[config.mk]
export PLATFORM = sky130hd
export DESIGN_NAME = fetch_decode_top
export DESIGN_NICKNAME = d
export VERILOG_FILES = /design/src/source/isa_pkg.sv /design/src/source/frontend_pkg.sv /design/src/source/inst_decoder.sv /design/src/source/branch_target_buffer.sv /design/src/source/branch_predictor.sv /design/src/source/fetch_control.sv /design/src/source/fetch_decode_top.sv
export SDC_FILE = /design/constraint.sdc
export NUM_CORES = 2
export LEC_CHECK = 0
export BUFFER_PORTS_ARGS = -buffer_cell sky130_fd_sc_hd__clkbuf_2
export CAP_MARGIN = 10
export CORE_ASPECT_RATIO = 0.8
export CORE_MARGIN = 3
export CORE_UTILIZATION = 40
export CTS_BUF_LIST = sky130_fd_sc_hd__clkbuf_4 sky130_fd_sc_hd__clkbuf_8 sky130_fd_sc_hd__clkbuf_16
export DETAILED_ROUTE_END_ITERATION = 8
export SYNTH_ARGS = -nofsm -noshare
export SYNTH_HDL_FRONTEND = slang
export SYNTH_SLANG_ARGS = --single-unit
[constraint.sdc]
create_clock -name clock -period 6.15 [get_ports clock]
set_input_delay 0.615 -clock clock [delete_from_list [all_inputs] [get_ports clock]]
set_output_delay 0.615 -clock clock [all_outputs]
set_load 0.03 [all_outputs]
[src/source/isa_pkg.sv]
/*
 * RV32I instruction word views (R-type and I/B-type) and their union,
 * opcode constants, and the decode enumerations
 */
`default_nettype none

package isa_pkg;

	localparam int xlen       = 32;               // word width
	localparam int areg_width = 5;                // architectural reg index
	localparam logic [areg_width-1:0] zero_reg = '0;    // x0, no writeback

	////////////////////////////////////////
	// major opcodes
	////////////////////////////////////////
	localparam logic [6:0] opc_op     = 7'b0110011;
	localparam logic [6:0] opc_op_imm = 7'b0010011;
	localparam logic [6:0] opc_load   = 7'b0000011;
	localparam logic [6:0] opc_store  = 7'b0100011;
	localparam logic [6:0] opc_branch = 7'b1100011;
	localparam logic [6:0] opc_jal    = 7'b1101111;
	localparam logic [6:0] opc_jalr   = 7'b1100111;
	localparam logic [6:0] opc_lui    = 7'b0110111;
	localparam logic [6:0] opc_auipc  = 7'b0010111;
	localparam logic [6:0] opc_system = 7'b1110011;

	typedef struct packed {
		logic [6:0] funct7;
		logic [4:0] rs2;
		logic [4:0] rs1;
		logic [2:0] funct3;
		logic [4:0] rd;
		logic [6:0] opcode;
	} r_fields_t;

	typedef struct packed {
		logic [11:0] imm;                     // also funct7 + rs2 of an R-type
		logic [4:0]  rs1;
		logic [2:0]  funct3;
		logic [4:0]  rd;
		logic [6:0]  opcode;
	} ib_fields_t;

	typedef union packed {
		r_fields_t  r;                        // register view
		ib_fields_t ib;                       // immediate view
	} inst_t;

	typedef enum logic [1:0] {fu_alu, fu_mult, fu_mem, fu_branch} fu_type_t;   // indexes rs_full

	typedef enum logic [3:0] {
		alu_add, alu_sub, alu_slt, alu_sltu, alu_and, alu_or, alu_xor,
		alu_sll, alu_srl, alu_sra, alu_mul, alu_mulh, alu_mulhsu, alu_mulhu
	} alu_func_t;

	typedef enum logic [1:0] {opa_is_rs1, opa_is_pc, opa_is_zero} opa_sel_t;
	typedef enum logic [1:0] {opb_is_rs2, opb_is_i_imm, opb_is_s_imm, opb_is_u_imm} opb_sel_t;

endpackage

`default_nettype wire

[src/source/frontend_pkg.sv]
/*
 * Front-end sizes and table depths, plus the resolved-branch,
 * prediction and issue-packet structs
 */
`default_nettype none

package frontend_pkg;

	import isa_pkg::*;

	localparam int btb_entries   = 16;        // direct mapped
	localparam int pht_entries   = 64;        // per direction table
	localparam int ghr_width     = 6;         // matches pht index
	localparam int btb_idx_width = $clog2(btb_entries);
	localparam int pht_idx_width = $clog2(pht_entries);
	localparam int btb_tag_width = xlen - btb_idx_width - 2;

	typedef struct packed {
		logic            valid;
		logic [xlen-1:0] pc;                  // pc of the resolved branch
		logic [xlen-1:0] target_pc;           // where it actually went
		logic            cond_branch;
		logic            uncond_branch;
		logic            taken;
		logic            local_taken;         // predictions stored at fetch
		logic            global_taken;
		logic            mis_pred;
	} result_t;

	typedef struct packed {
		logic            local_taken;
		logic            global_taken;
		logic            tournament_taken;
		logic            btb_hit;
		logic [xlen-1:0] btb_target;
	} pred_t;

	typedef struct packed {
		logic                  valid;
		logic [xlen-1:0]       pc;
		logic [xlen-1:0]       npc;
		inst_t                 inst;
		logic [areg_width-1:0] opa_areg_idx;
		logic [areg_width-1:0] opb_areg_idx;
		logic [areg_width-1:0] dest_areg_idx;
		opa_sel_t              opa_select;
		opb_sel_t              opb_select;
		alu_func_t             alu_func;
		fu_type_t              fu_type;
		logic                  rd_mem;
		logic                  wr_mem;
		logic                  cond_branch;
		logic                  uncond_branch;
		logic                  csr_op;
		logic                  halt;
		logic                  illegal;
		logic                  branch_prediction;
		logic                  local_taken;
		logic                  global_taken;
	} id_packet_t;

endpackage

`default_nettype wire

[src/source/inst_decoder.sv]
/*
 * Combinational RV32I(M) decode into unit class, ALU op, operand
 * selects, memory and branch kind, and destination use
 */
`default_nettype none
`timescale 1ns/1ps

module inst_decoder (
	input  isa_pkg::inst_t     inst,
	output isa_pkg::fu_type_t  fu_type,
	output isa_pkg::alu_func_t alu_func,
	output isa_pkg::opa_sel_t  opa_select,
	output isa_pkg::opb_sel_t  opb_select,
	output logic               dest_is_rd,
	output logic               rd_mem,
	output logic               wr_mem,
	output logic               cond_branch,
	output logic               uncond_branch,
	output logic               csr_op,
	output logic               halt,
	output logic               illegal
);
	import isa_pkg::*;

	// funct3 to alu op, alt picks sub / sra
	function automatic alu_func_t base_op(input logic [2:0] funct3, input logic alt);
		alu_func_t op;
		case (funct3)
			3'd0:    op = alt ? alu_sub : alu_add;
			3'd1:    op = alu_sll;
			3'd2:    op = alu_slt;
			3'd3:    op = alu_sltu;
			3'd4:    op = alu_xor;
			3'd5:    op = alt ? alu_sra : alu_srl;
			3'd6:    op = alu_or;
			default: op = alu_and;
		endcase
		return op;
	endfunction

	always_comb begin
		fu_type       = fu_alu;             // safe defaults
		alu_func      = alu_add;
		opa_select    = opa_is_rs1;
		opb_select    = opb_is_rs2;
		dest_is_rd    = 1'b0;
		rd_mem        = 1'b0;
		wr_mem        = 1'b0;
		cond_branch   = 1'b0;
		uncond_branch = 1'b0;
		csr_op        = 1'b0;
		halt          = 1'b0;
		illegal       = 1'b0;
		case (inst.ib.opcode)
			opc_op: begin
				dest_is_rd = 1'b1;
				if (inst.ib.imm[11:5] == 7'b0000001) begin   // M extension
					fu_type  = fu_mult;
					alu_func = alu_func_t'(alu_mul + {2'b00, inst.ib.funct3[1:0]});
					illegal  = inst.ib.funct3[2];                // no divide unit
				end else
					alu_func = base_op(inst.ib.funct3, inst.ib.imm[10]);
			end
			opc_op_imm: begin
				dest_is_rd = 1'b1;
				opb_select = opb_is_i_imm;
				alu_func   = base_op(inst.ib.funct3, inst.ib.funct3 == 3'd5 && inst.ib.imm[10]);
			end
			opc_load: begin
				fu_type    = fu_mem;
				rd_mem     = 1'b1;
				dest_is_rd = 1'b1;
				opb_select = opb_is_i_imm;
			end
			opc_store: begin
				fu_type    = fu_mem;
				wr_mem     = 1'b1;
				opb_select = opb_is_s_imm;
			end
			opc_branch: begin
				fu_type     = fu_branch;
				cond_branch = 1'b1;
				alu_func    = alu_sub;            // compare
			end
			opc_jal: begin
				fu_type       = fu_branch;
				uncond_branch = 1'b1;
				dest_is_rd    = 1'b1;
				opa_select    = opa_is_pc;
				opb_select    = opb_is_i_imm;
			end
			opc_jalr: begin
				fu_type       = fu_branch;
				uncond_branch = 1'b1;
				dest_is_rd    = 1'b1;
				opb_select    = opb_is_i_imm;
			end
			opc_lui: begin
				dest_is_rd = 1'b1;
				opa_select = opa_is_zero;
				opb_select = opb_is_u_imm;
			end
			opc_auipc: begin
				dest_is_rd = 1'b1;
				opa_select = opa_is_pc;
				opb_select = opb_is_u_imm;
			end
			opc_system: begin
				csr_op     = inst.ib.funct3 != 3'd0;           // csrrw and friends
				dest_is_rd = csr_op;
				halt       = inst.ib.funct3 == 3'd0 && inst.ib.imm == 12'h105;   // wfi
			end
			default:    illegal = 1'b1;             // alu, no writeback
		endcase
	end

endmodule

`default_nettype wire

[src/source/branch_target_buffer.sv]
/*
 * Direct-mapped tagged branch target buffer
 */
`default_nettype none
`timescale 1ns/1ps

module branch_target_buffer (
	input  logic                     clock,
	input  logic                     reset,
	input  logic [isa_pkg::xlen-1:0] pc,
	input  logic                     train,
	input  frontend_pkg::result_t    result,
	output logic                     btb_hit,
	output logic [isa_pkg::xlen-1:0] btb_target
);
	import isa_pkg::*;
	import frontend_pkg::*;

	logic [btb_entries-1:0]   entry_valid;
	logic [btb_tag_width-1:0] tag_mem    [btb_entries];
	logic [xlen-1:0]          target_mem [btb_entries];
	logic [btb_idx_width-1:0] rd_idx;
	logic [btb_idx_width-1:0] wr_idx;
	logic [btb_tag_width-1:0] rd_tag;
	logic [btb_tag_width-1:0] wr_tag;
	logic                     write_en;

	assign rd_idx   = pc[btb_idx_width+1:2];
	assign rd_tag   = pc[xlen-1:btb_idx_width+2];
	assign wr_idx   = result.pc[btb_idx_width+1:2];
	assign wr_tag   = result.pc[xlen-1:btb_idx_width+2];
	assign write_en = train & result.taken;          // only taken branches allocate

	assign btb_hit    = entry_valid[rd_idx] && (tag_mem[rd_idx] == rd_tag);
	assign btb_target = target_mem[rd_idx];

	always_ff @(posedge clock) begin
		if (reset)
			entry_valid <= '0;
		else if (write_en)
			entry_valid[wr_idx] <= 1'b1;
	end

	always_ff @(posedge clock) begin
		if (write_en) begin
			tag_mem[wr_idx]    <= wr_tag;
			target_mem[wr_idx] <= result.target_pc;
		end
	end

endmodule

`default_nettype wire

[src/source/branch_predictor.sv]
/*
 * Tournament direction predictor: bimodal table, gshare table and
 * a chooser, read by fetch pc and trained by resolved branches
 */
`default_nettype none
`timescale 1ns/1ps

module branch_predictor (
	input  logic                     clock,
	input  logic                     reset,
	input  logic [isa_pkg::xlen-1:0] pc,
	input  logic                     train,
	input  frontend_pkg::result_t    result,
	output logic                     local_taken,
	output logic                     global_taken,
	output logic                     tournament_taken
);
	import isa_pkg::*;
	import frontend_pkg::*;

	localparam logic [1:0] weak_nt = 2'b01;      // reset counter value

	logic [1:0]               local_pht  [pht_entries];
	logic [1:0]               global_pht [pht_entries];
	logic [1:0]               chooser    [pht_entries];   // msb set picks global
	logic [ghr_width-1:0]     ghr;                         // newest outcome in lsb
	logic [pht_idx_width-1:0] rd_local_idx;
	logic [pht_idx_width-1:0] rd_global_idx;
	logic [pht_idx_width-1:0] wr_local_idx;
	logic [pht_idx_width-1:0] wr_global_idx;
	logic                     disagree;

	function automatic logic [1:0] sat_step(input logic [1:0] cnt, input logic up);
		logic [1:0] nxt;
		nxt = cnt;
		if (up && cnt != 2'b11)
			nxt = cnt + 2'b01;
		else if (!up && cnt != 2'b00)
			nxt = cnt - 2'b01;
		return nxt;
	endfunction

	////////////////////////////////////////
	// lookup
	////////////////////////////////////////
	assign rd_local_idx  = pc[pht_idx_width+1:2];
	assign rd_global_idx = pc[pht_idx_width+1:2] ^ ghr;   // gshare hash

	assign local_taken      = local_pht[rd_local_idx][1];
	assign global_taken     = global_pht[rd_global_idx][1];
	assign tournament_taken = chooser[rd_local_idx][1] ? global_taken : local_taken;

	////////////////////////////////////////
	// training
	////////////////////////////////////////
	assign wr_local_idx  = result.pc[pht_idx_width+1:2];
	assign wr_global_idx = result.pc[pht_idx_width+1:2] ^ ghr;
	assign disagree      = result.local_taken ^ result.global_taken;

	always_ff @(posedge clock) begin
		if (reset) begin
			for (int i = 0; i < pht_entries; i++) begin
				local_pht[i]  <= weak_nt;
				global_pht[i] <= weak_nt;
				chooser[i]    <= weak_nt;       // weakly local
			end
			ghr <= '0;
		end else if (train) begin
			local_pht[wr_local_idx]   <= sat_step(local_pht[wr_local_idx], result.taken);
			global_pht[wr_global_idx] <= sat_step(global_pht[wr_global_idx], result.taken);
			if (disagree)                     // lean toward whichever was right
				chooser[wr_local_idx] <= sat_step(chooser[wr_local_idx],
					result.global_taken == result.taken);
			ghr <= {ghr[ghr_width-2:0], result.taken};
		end
	end

endmodule

`default_nettype wire

[src/source/fetch_control.sv]
/*
 * PC register with redirect / hold / advance, next-PC choice,
 * stall check and issue packet assembly, training strobes
 */
`default_nettype none
`timescale 1ns/1ps

module fetch_control (
	input  logic                     clock,
	input  logic                     reset,
	input  logic                     rob_full,
	input  logic [3:0]               rs_full,
	input  logic                     icache_valid,
	input  frontend_pkg::result_t    result,
	input  frontend_pkg::pred_t      pred,
	input  isa_pkg::fu_type_t        fu_type,
	input  isa_pkg::alu_func_t       alu_func,
	input  isa_pkg::opa_sel_t        opa_select,
	input  isa_pkg::opb_sel_t        opb_select,
	input  logic                     dest_is_rd,
	input  logic                     rd_mem,
	input  logic                     wr_mem,
	input  logic                     cond_branch,
	input  logic                     uncond_branch,
	input  logic                     csr_op,
	input  logic                     halt,
	input  logic                     illegal,
	input  isa_pkg::inst_t           icache_data,
	output logic [isa_pkg::xlen-1:0] pc,
	output logic [isa_pkg::xlen-1:0] icache_addr,
	output logic                     train_dir,
	output logic                     train_btb,
	output frontend_pkg::id_packet_t id_packet
);
	import isa_pkg::*;
	import frontend_pkg::*;

	logic            redirect;               // resolved mispredict
	logic            packet_valid;
	logic            take_btb;               // follow the btb target
	logic [xlen-1:0] npc;

	////////////////////////////////////////
	// resolved-branch strobes
	////////////////////////////////////////
	assign train_dir = result.valid & result.cond_branch & ~reset;
	assign train_btb = result.valid & (result.cond_branch | result.uncond_branch) & ~reset;
	assign redirect  = result.valid & result.mis_pred & ~reset;

	assign take_btb = pred.btb_hit & (uncond_branch | (cond_branch & pred.tournament_taken));
	assign npc      = take_btb ? pred.btb_target : pc + xlen'(4);

	// stall on rob or on the rs for this class
	assign packet_valid = icache_valid & ~redirect & ~rob_full & ~rs_full[fu_type];
	assign icache_addr  = {pc[xlen-1:2], 2'b00};   // word aligned

	always_ff @(posedge clock) begin
		if (reset)
			pc <= '0;
		else if (redirect)
			pc <= result.target_pc;           // mispredict wins
		else if (packet_valid)
			pc <= npc;                        // advance; otherwise hold and replay
	end

	always_comb begin
		id_packet                   = '0;
		id_packet.valid             = packet_valid;
		id_packet.pc                = pc;
		id_packet.npc               = npc;
		id_packet.inst              = icache_data;
		id_packet.opa_areg_idx      = icache_data.r.rs1;
		id_packet.opb_areg_idx      = icache_data.r.rs2;
		id_packet.dest_areg_idx     = dest_is_rd ? icache_data.r.rd : zero_reg;
		id_packet.opa_select        = opa_select;
		id_packet.opb_select        = opb_select;
		id_packet.alu_func          = alu_func;
		id_packet.fu_type           = fu_type;
		id_packet.rd_mem            = rd_mem;
		id_packet.wr_mem            = wr_mem;
		id_packet.cond_branch       = cond_branch;
		id_packet.uncond_branch     = uncond_branch;
		id_packet.csr_op            = csr_op;
		id_packet.halt              = halt;
		id_packet.illegal           = illegal;
		id_packet.branch_prediction = pred.btb_hit & pred.tournament_taken;
		id_packet.local_taken       = pred.local_taken;     // carried to resolve
		id_packet.global_taken      = pred.global_taken;
	end

endmodule

`default_nettype wire

[src/source/fetch_decode_top.sv]
/*
 * Fetch/decode front end top: control, predictor, BTB and decoder
 */
`default_nettype none
`timescale 1ns/1ps

module fetch_decode_top (
	input  logic                     clock,
	input  logic                     reset,
	input  logic                     rob_full,
	input  logic [3:0]               rs_full,
	input  isa_pkg::inst_t           icache_data,
	input  logic                     icache_valid,
	input  frontend_pkg::result_t    result,
	output logic [isa_pkg::xlen-1:0] icache_addr,
	output frontend_pkg::id_packet_t id_packet
);
	import isa_pkg::*;
	import frontend_pkg::*;

	logic [xlen-1:0] pc;
	pred_t           pred;                   // predictor + btb halves
	logic            train_dir, train_btb;
	fu_type_t        fu_type;
	alu_func_t       alu_func;
	opa_sel_t        opa_select;
	opb_sel_t        opb_select;
	logic            dest_is_rd, rd_mem, wr_mem, cond_branch, uncond_branch;
	logic            csr_op, halt, illegal;

	fetch_control ctrl (.clock, .reset, .rob_full, .rs_full, .icache_valid, .result, .pred,
		.fu_type, .alu_func, .opa_select, .opb_select, .dest_is_rd, .rd_mem, .wr_mem,
		.cond_branch, .uncond_branch, .csr_op, .halt, .illegal, .icache_data,
		.pc, .icache_addr, .train_dir, .train_btb, .id_packet);

	branch_predictor bp (.clock, .reset, .pc, .train(train_dir), .result,
		.local_taken(pred.local_taken), .global_taken(pred.global_taken),
		.tournament_taken(pred.tournament_taken));

	branch_target_buffer btb (.clock, .reset, .pc, .train(train_btb), .result,
		.btb_hit(pred.btb_hit), .btb_target(pred.btb_target));

	inst_decoder dec (.inst(icache_data), .fu_type, .alu_func, .opa_select, .opb_select,
		.dest_is_rd, .rd_mem, .wr_mem, .cond_branch, .uncond_branch, .csr_op, .halt, .illegal);

endmodule

`default_nettype wire

# Word-level counts from Yosys, hierarchy flattened
# Memory sizes are Yosys's and may differ from the RTL's. A register that Yosys moved wholly into a read port is not among the register bits.
# Cells that the tools add are included.
# W data, S select, Z words.
totals:
  ff_bits: 54
  mem_bits_rw: 1312
  inputBits: 111
  out_inout_bits: 164
  wordCells: 168
  mem_count: 5
classes:
  n_addsub: 8
  magnitude_cmp: 4
  n_eq_ne: 23
  muxes: 73
  bitwise_logic: 23
  n_reduce_logical: 29
mem_list:
  columns: ["memory", "depth", "word_bits", "rd", "rd_ports_with_merged_regs", "write_ports", "line_no", "source"]
  rows:
  - ["btb.target_mem", 16, 32, 1, 1, 1, "branch_target_buffer.sv:21", "logic [xlen-1:0] target_mem [btb_entries];"]
  - ["btb.tag_mem", 16, 26, 1, 1, 1, "branch_target_buffer.sv:20", "logic [btb_tag_width-1:0] tag_mem [btb_entries];"]
  - ["bp.chooser", 64, 2, 2, 1, 64, "branch_predictor.sv:25", "logic [1:0] chooser [pht_entries];"]
  - ["bp.global_pht", 64, 2, 2, 0, 64, "branch_predictor.sv:24", "logic [1:0] global_pht [pht_entries];"]
  - ["bp.local_pht", 64, 2, 2, 1, 64, "branch_predictor.sv:23", "logic [1:0] local_pht [pht_entries];"]
op_table:
  columns: ["operator", "count"]
  rows:
  - ["$mux W32", 3]
  - ["$pmux W4 S7", 2]
  - ["$mux W6", 7]
  - ["$add A32 B3 Y32 const B", 1]
  - ["$mux W2", 16]
  - ["$mux W1", 30]
  - ["$eq A7 B7 Y1 const B", 4]
  - ["$eq A26 B26 Y1", 1]
  - ["$eq A7 B6 Y1 const B", 3]
  - ["$mux W4", 5]
  - ["$or A16 B16 Y16", 1]
  - ["$eq A7 B5 Y1 const B", 2]
  - ["$reduce_or A2 Y1", 7]
  - ["$and A1 B1 Y1", 13]
  - ["$eq A12 B9 Y1 const B", 1]
  - ["$pmux W2 S3", 2]
  - ["$pmux W4 S3", 1]
  - ["$xor A6 B6 Y6", 2]
  - ["$logic_and A1 B1 Y1", 10]
  - ["$lt A4 B5 Y1 const B", 2]
  - ["$eq A3 B3 Y1 const B", 3]
  - ["$reduce_or A9 Y1", 1]
  - ["$reduce_bool A2 Y1", 4]
  - ["$eq A7 B1 Y1 const B", 1]
  - ["25 further kinds", 38]

# Depth between registers and ports, before layout
logic_depth:
  depth_word: 11
  mapped_depth: 18
  ltp_nobuf: 13

# Cells and area by module
# A second synthesis with hierarchy kept.
hier_totals:
  cells_unflattened: 3924
  area_unflattened_um2: 61551.5
modules_own_cells:
  columns: ["module", "n_inst", "cells_each", "area_per_inst_um2", "seq_area_each_um2"]
  rows:
  - ["branch_target_buffer", 1, 1509, 36193.5, 28187.0]
  - ["branch_predictor", 1, 1891, 21526.9, 11651.2]
  - ["fetch_control", 1, 453, 3384.5, 640.6]
  - ["inst_decoder", 1, 71, 446.7, 0.0]

# Least setup slack after synthesis
# OpenSTA, ideal clock, no wires.
synth_timing:
  kind: "input -> register"
  from: "input port result[41] in the netlist's numbering"
  to: "memory btb.tag_mem[3][0] in the netlist's numbering, enable pin"
  setup_ns: 0.476
  arrival_time_ns: 4.419
  t_required_ns: 5.674
  path_slack_ns: 1.255
  path_stages: 6
  path_buffers: 4
  path_cell_list: "buf_2 -> buf_1 -> clkbuf_1 -> clkbuf_1 -> nand3_1 -> nor2_1"
synth_rtl:
  columns: ["item", "line_no", "source"]
  rows:
  - ["start, declared", "fetch_decode_top.sv:14", "input frontend_pkg::result_t result,"]
  - ["end, declared", "branch_target_buffer.sv:20", null]
# No word-level cell before the write port.

==> impl_metrics.py <==
metrics = {
    "final_layout": {
        "finalNonFillerCells": 6141,
        "nNetsFinal": 4145,
        "drive_gt1_share_pct": 27.8,
        "layout_commonest_cell": "edfxtp_1",
        "fillers": 13013,
        "syn_to_final_growth_pct": 13.3,
        "final_cell_mix": "edfxtp_1 (1312), mux4_2 (395), nand2_1 (324)",
    },
    "worst_setup_path": {
        "crit_path_end_kind": "primary output",
        "crit_path_start_kind": "flip-flop",
        "slowest_stage": "dfxtp_4",
        "path_buf_inv": 3,
        "crit_type": "reg2out",
        "critPathArrivalTime_ns": 5.31,
        "crit_top_cell": "buf_4",
        "worst-endpoint-required_ns": 5.53,
        "cp_top_family": "simple AND/OR/NAND/NOR gates",
        "critical_path.max_stage_delay_ns": 0.87,
        "path_max_fanout": 46,
        "cp_cell_sequence": "buf_4, mux4_2, mux2i_1, xor2_1, a32oi_1, nor4_1, nand4_1, or4_2, buf_4, nand2b_4, mux2_2, clkbuf_2",
    },
    "synth": {
        "ys_seq_area_share_pct": 66.3,
        "synthXorXnorAreaFrac_pct": 1.20,
        "synth_top_cell_by_area": "edfxtp_1",
        "synthAdderAreaFrac_pct": 0.143,
        "synth_top_family_by_area": "multiplexers",
        "synthArstFlopShare_pct": 0,
        "synth-seq-cells": 1372,
        "synth.avg_cell_area_um2": 15.8,
        "yosysWarnings": 0,
        "yosys-top-cells-area": "edfxtp_1 (64%), mux4_2 (15%), nor2_1 (2.1%), nand2_1 (2.0%), dfxtp_1 (2.0%)",
        "synthMuxAreaShare_pct": 16.5,
        "synth_compound_area_share_pct": 2.82,
        "synth_edf_count": 1312,
        "synth-simple-area-share_pct": 9.79,
        "syn_inst": 3879,
        "synthesis.area_mm2": 0.0612,
        "synth_top_area_share_pct": 64.3,
        "ys_types": 72,
        "synthFlopType": "edfxtp_1",
    },
    "grt": {
        "grt_pass1_vias": 34608,
        "grt_max_degree": 209,
        "grt_usage_pct": 20.9,
        "grt_overflow_total": 0,
        "grt_pass1_wl_um": 243000,
        "antenna_found_initial": 11,
    },
    "floorplan": {
        "core_area_mm2": 0.151,
        "rows": 127,
        "io_pins": 275,
        "initial_core_util_pct": 40.6,
        "die_area_mm2": 0.158,
        "die_w_um": 443,
        "dieHeight_um": 356,
    },
    "timing": {
        "post-route-period-util_pct": 96.4,
        "skew_ns": 0.0498,
        "slew_viol_final": 0,
        "tightest_slew_ns": 1.22,
        "min_period_ns": 5.93,
        "final_hold_viol_count": 0,
        "tns_ns": 0,
        "fmax_mhz": 169,
        "slew_headroom_pct": 18.3,
        "rsz0062_at_grt": "false",
        "setup_slack_ns": 0.221,
        "setup_viol": 0,
    },
    "status": {
        "status": "finished, final reports clean",
    },
    "placement": {
        "place_congestion": 0.870,
        "io_buffers": 255,
        "dp_hpwl_um": 103000,
        "dp.cells": 5884,
        "place_ws_ns": 0.885,
    },
    "routing": {
        "vias": 36042,
        "drt_pass1_iterations": 6,
        "final_antenna_net_count": 0,
        "drt_iter0_markers": 4824,
        "drt-wirelength-per-cell_um": 27.3,
        "vias_per_cell": 5.87,
        "routed_wl_um": 168000,
        "drc_errors": 0,
    },
    "clock_tree": {
        "cts_sinks": 1372,
        "cts_tree": "yes",
        "cts-root-buf": "clkbuf_16",
        "htreeDepth": 4,
        "cts_buffers": 139,
        "cts-hold-fix-buffers": 0,
        "clk_latency_ns": 0.78,
        "cts_buffer_depth": 3,
        "cts.reportedPaths.clkPinSlew_ns": 0.06,
    },
    "power": {
        "power_mw": 20.9,
        "peakVddDrop_v": 0.000263,
        "power.leakage_nw": 22.1,
        "power_density_mw_per_mm2": 301,
    },
    "flow_run": {
        "drv_cap": 0,
    },
    "min_path": {
        "hold_class": "in2reg",
    },
}
[flip-flops by register name (all words and copies together) (netlist names), named ones only]
register	flops
bp.chooser	128
bp.ghr	6
bp.global_pht	128
btb.tag_mem	416
btb.entry_valid	16
ctrl.pc	32
btb.target_mem	512
bp.local_pht	128
[stage by stage]
step	utilization (%)	area, um^2	hold WS [ns]
after CTS	45.9	69400	0.170
after floorplan	-	61200	0.435
after global routing	46.0	69400	0.209
after global placement	42.8	64600	0.445
final	46.0	69400	0.239
after detailed placement	42.8	64600	0.458
[kinds of logic (layout without fill, tap and decap cells)]
family | after synthesis | after routing
AOI/OAI and AO/OA | 250 | 250
xor gates and xnor gates | 82 | 82
adders and majority gates | 7 | 7
buffers and inverters | 387 | 645
DFF | 1372 | 1372
muxes | 513 | 513
other | 1 | 6
and+or+nand+nor | 1267 | 1267
[layout make-up]
class                      instances  area [um^2]  share of cell area, %
clock inverter                    68          881                   1.27
clock buffer                     184         3870                   5.57
sequential                      1372        40600                   58.5
timing repair buffer             374         2500                   3.61
antenna                            4         10.0                 0.0144
tap                             1999         2500                   3.60
inverter                          19         73.8                  0.106
multi-input combinational       2121        19000                   27.3
[where the power goes]
group,internal [mW],switching [mW]
Sequential,10.3,0.0814
Combinational,0.641,1.19
Clock,4.97,3.71
[path summary, 6_finish.rpt]
kind,depth (start not counted),start,slack [ns],to
max,12,flip-flop,0.22,id_packet[68]
min,2,reset,0.24,ctrl.pc[23]
max reg2reg,12,bp.ghr[2],1.27,bp.global_pht[47][0]
min reg2reg,2,btb.entry_valid[1],0.47,btb.entry_valid[1]
[timing repair]
| item | CTS | global route |
|---|---|---|
| setup endpoints to repair | 0 | 32 |
| gates resized for setup | 0 | 3 |
| buffers inserted | 0 | 1 |
[cell usage after synthesis, drive strengths merged (8+ instances only)]
cell,number
a221oi,8
a22oi,30
xor2,41
o211ai,14
nand2b,141
o32ai,30
dfxtp,60
and2,14
mux2i,81
a21oi,63
mux4,395
nand4,15
nor3,120
o21ai,31
nor2,341
nor2b,18
and3,22
edfxtp,1312
o22ai,19
xnor2,41
or2,67
buf,207
nand3,164
nor4,10
nand3b,8
mux2,37
nand2,324
clkbuf,161
inv,18
[routing by layer]
layer | global-route usage [%] | vias up | share of wire, %
met5 | 0 | - | 0.028
met4 | 5.75 | 6 | 2.2
met3 | 4.20 | 224 | 8.2
met2 | 31.2 | 1640 | 45
met1 | 31.3 | 18855 | 44
li1 | - | 15317 | -
Note: power is estimated with default switching activity, not from simulation.
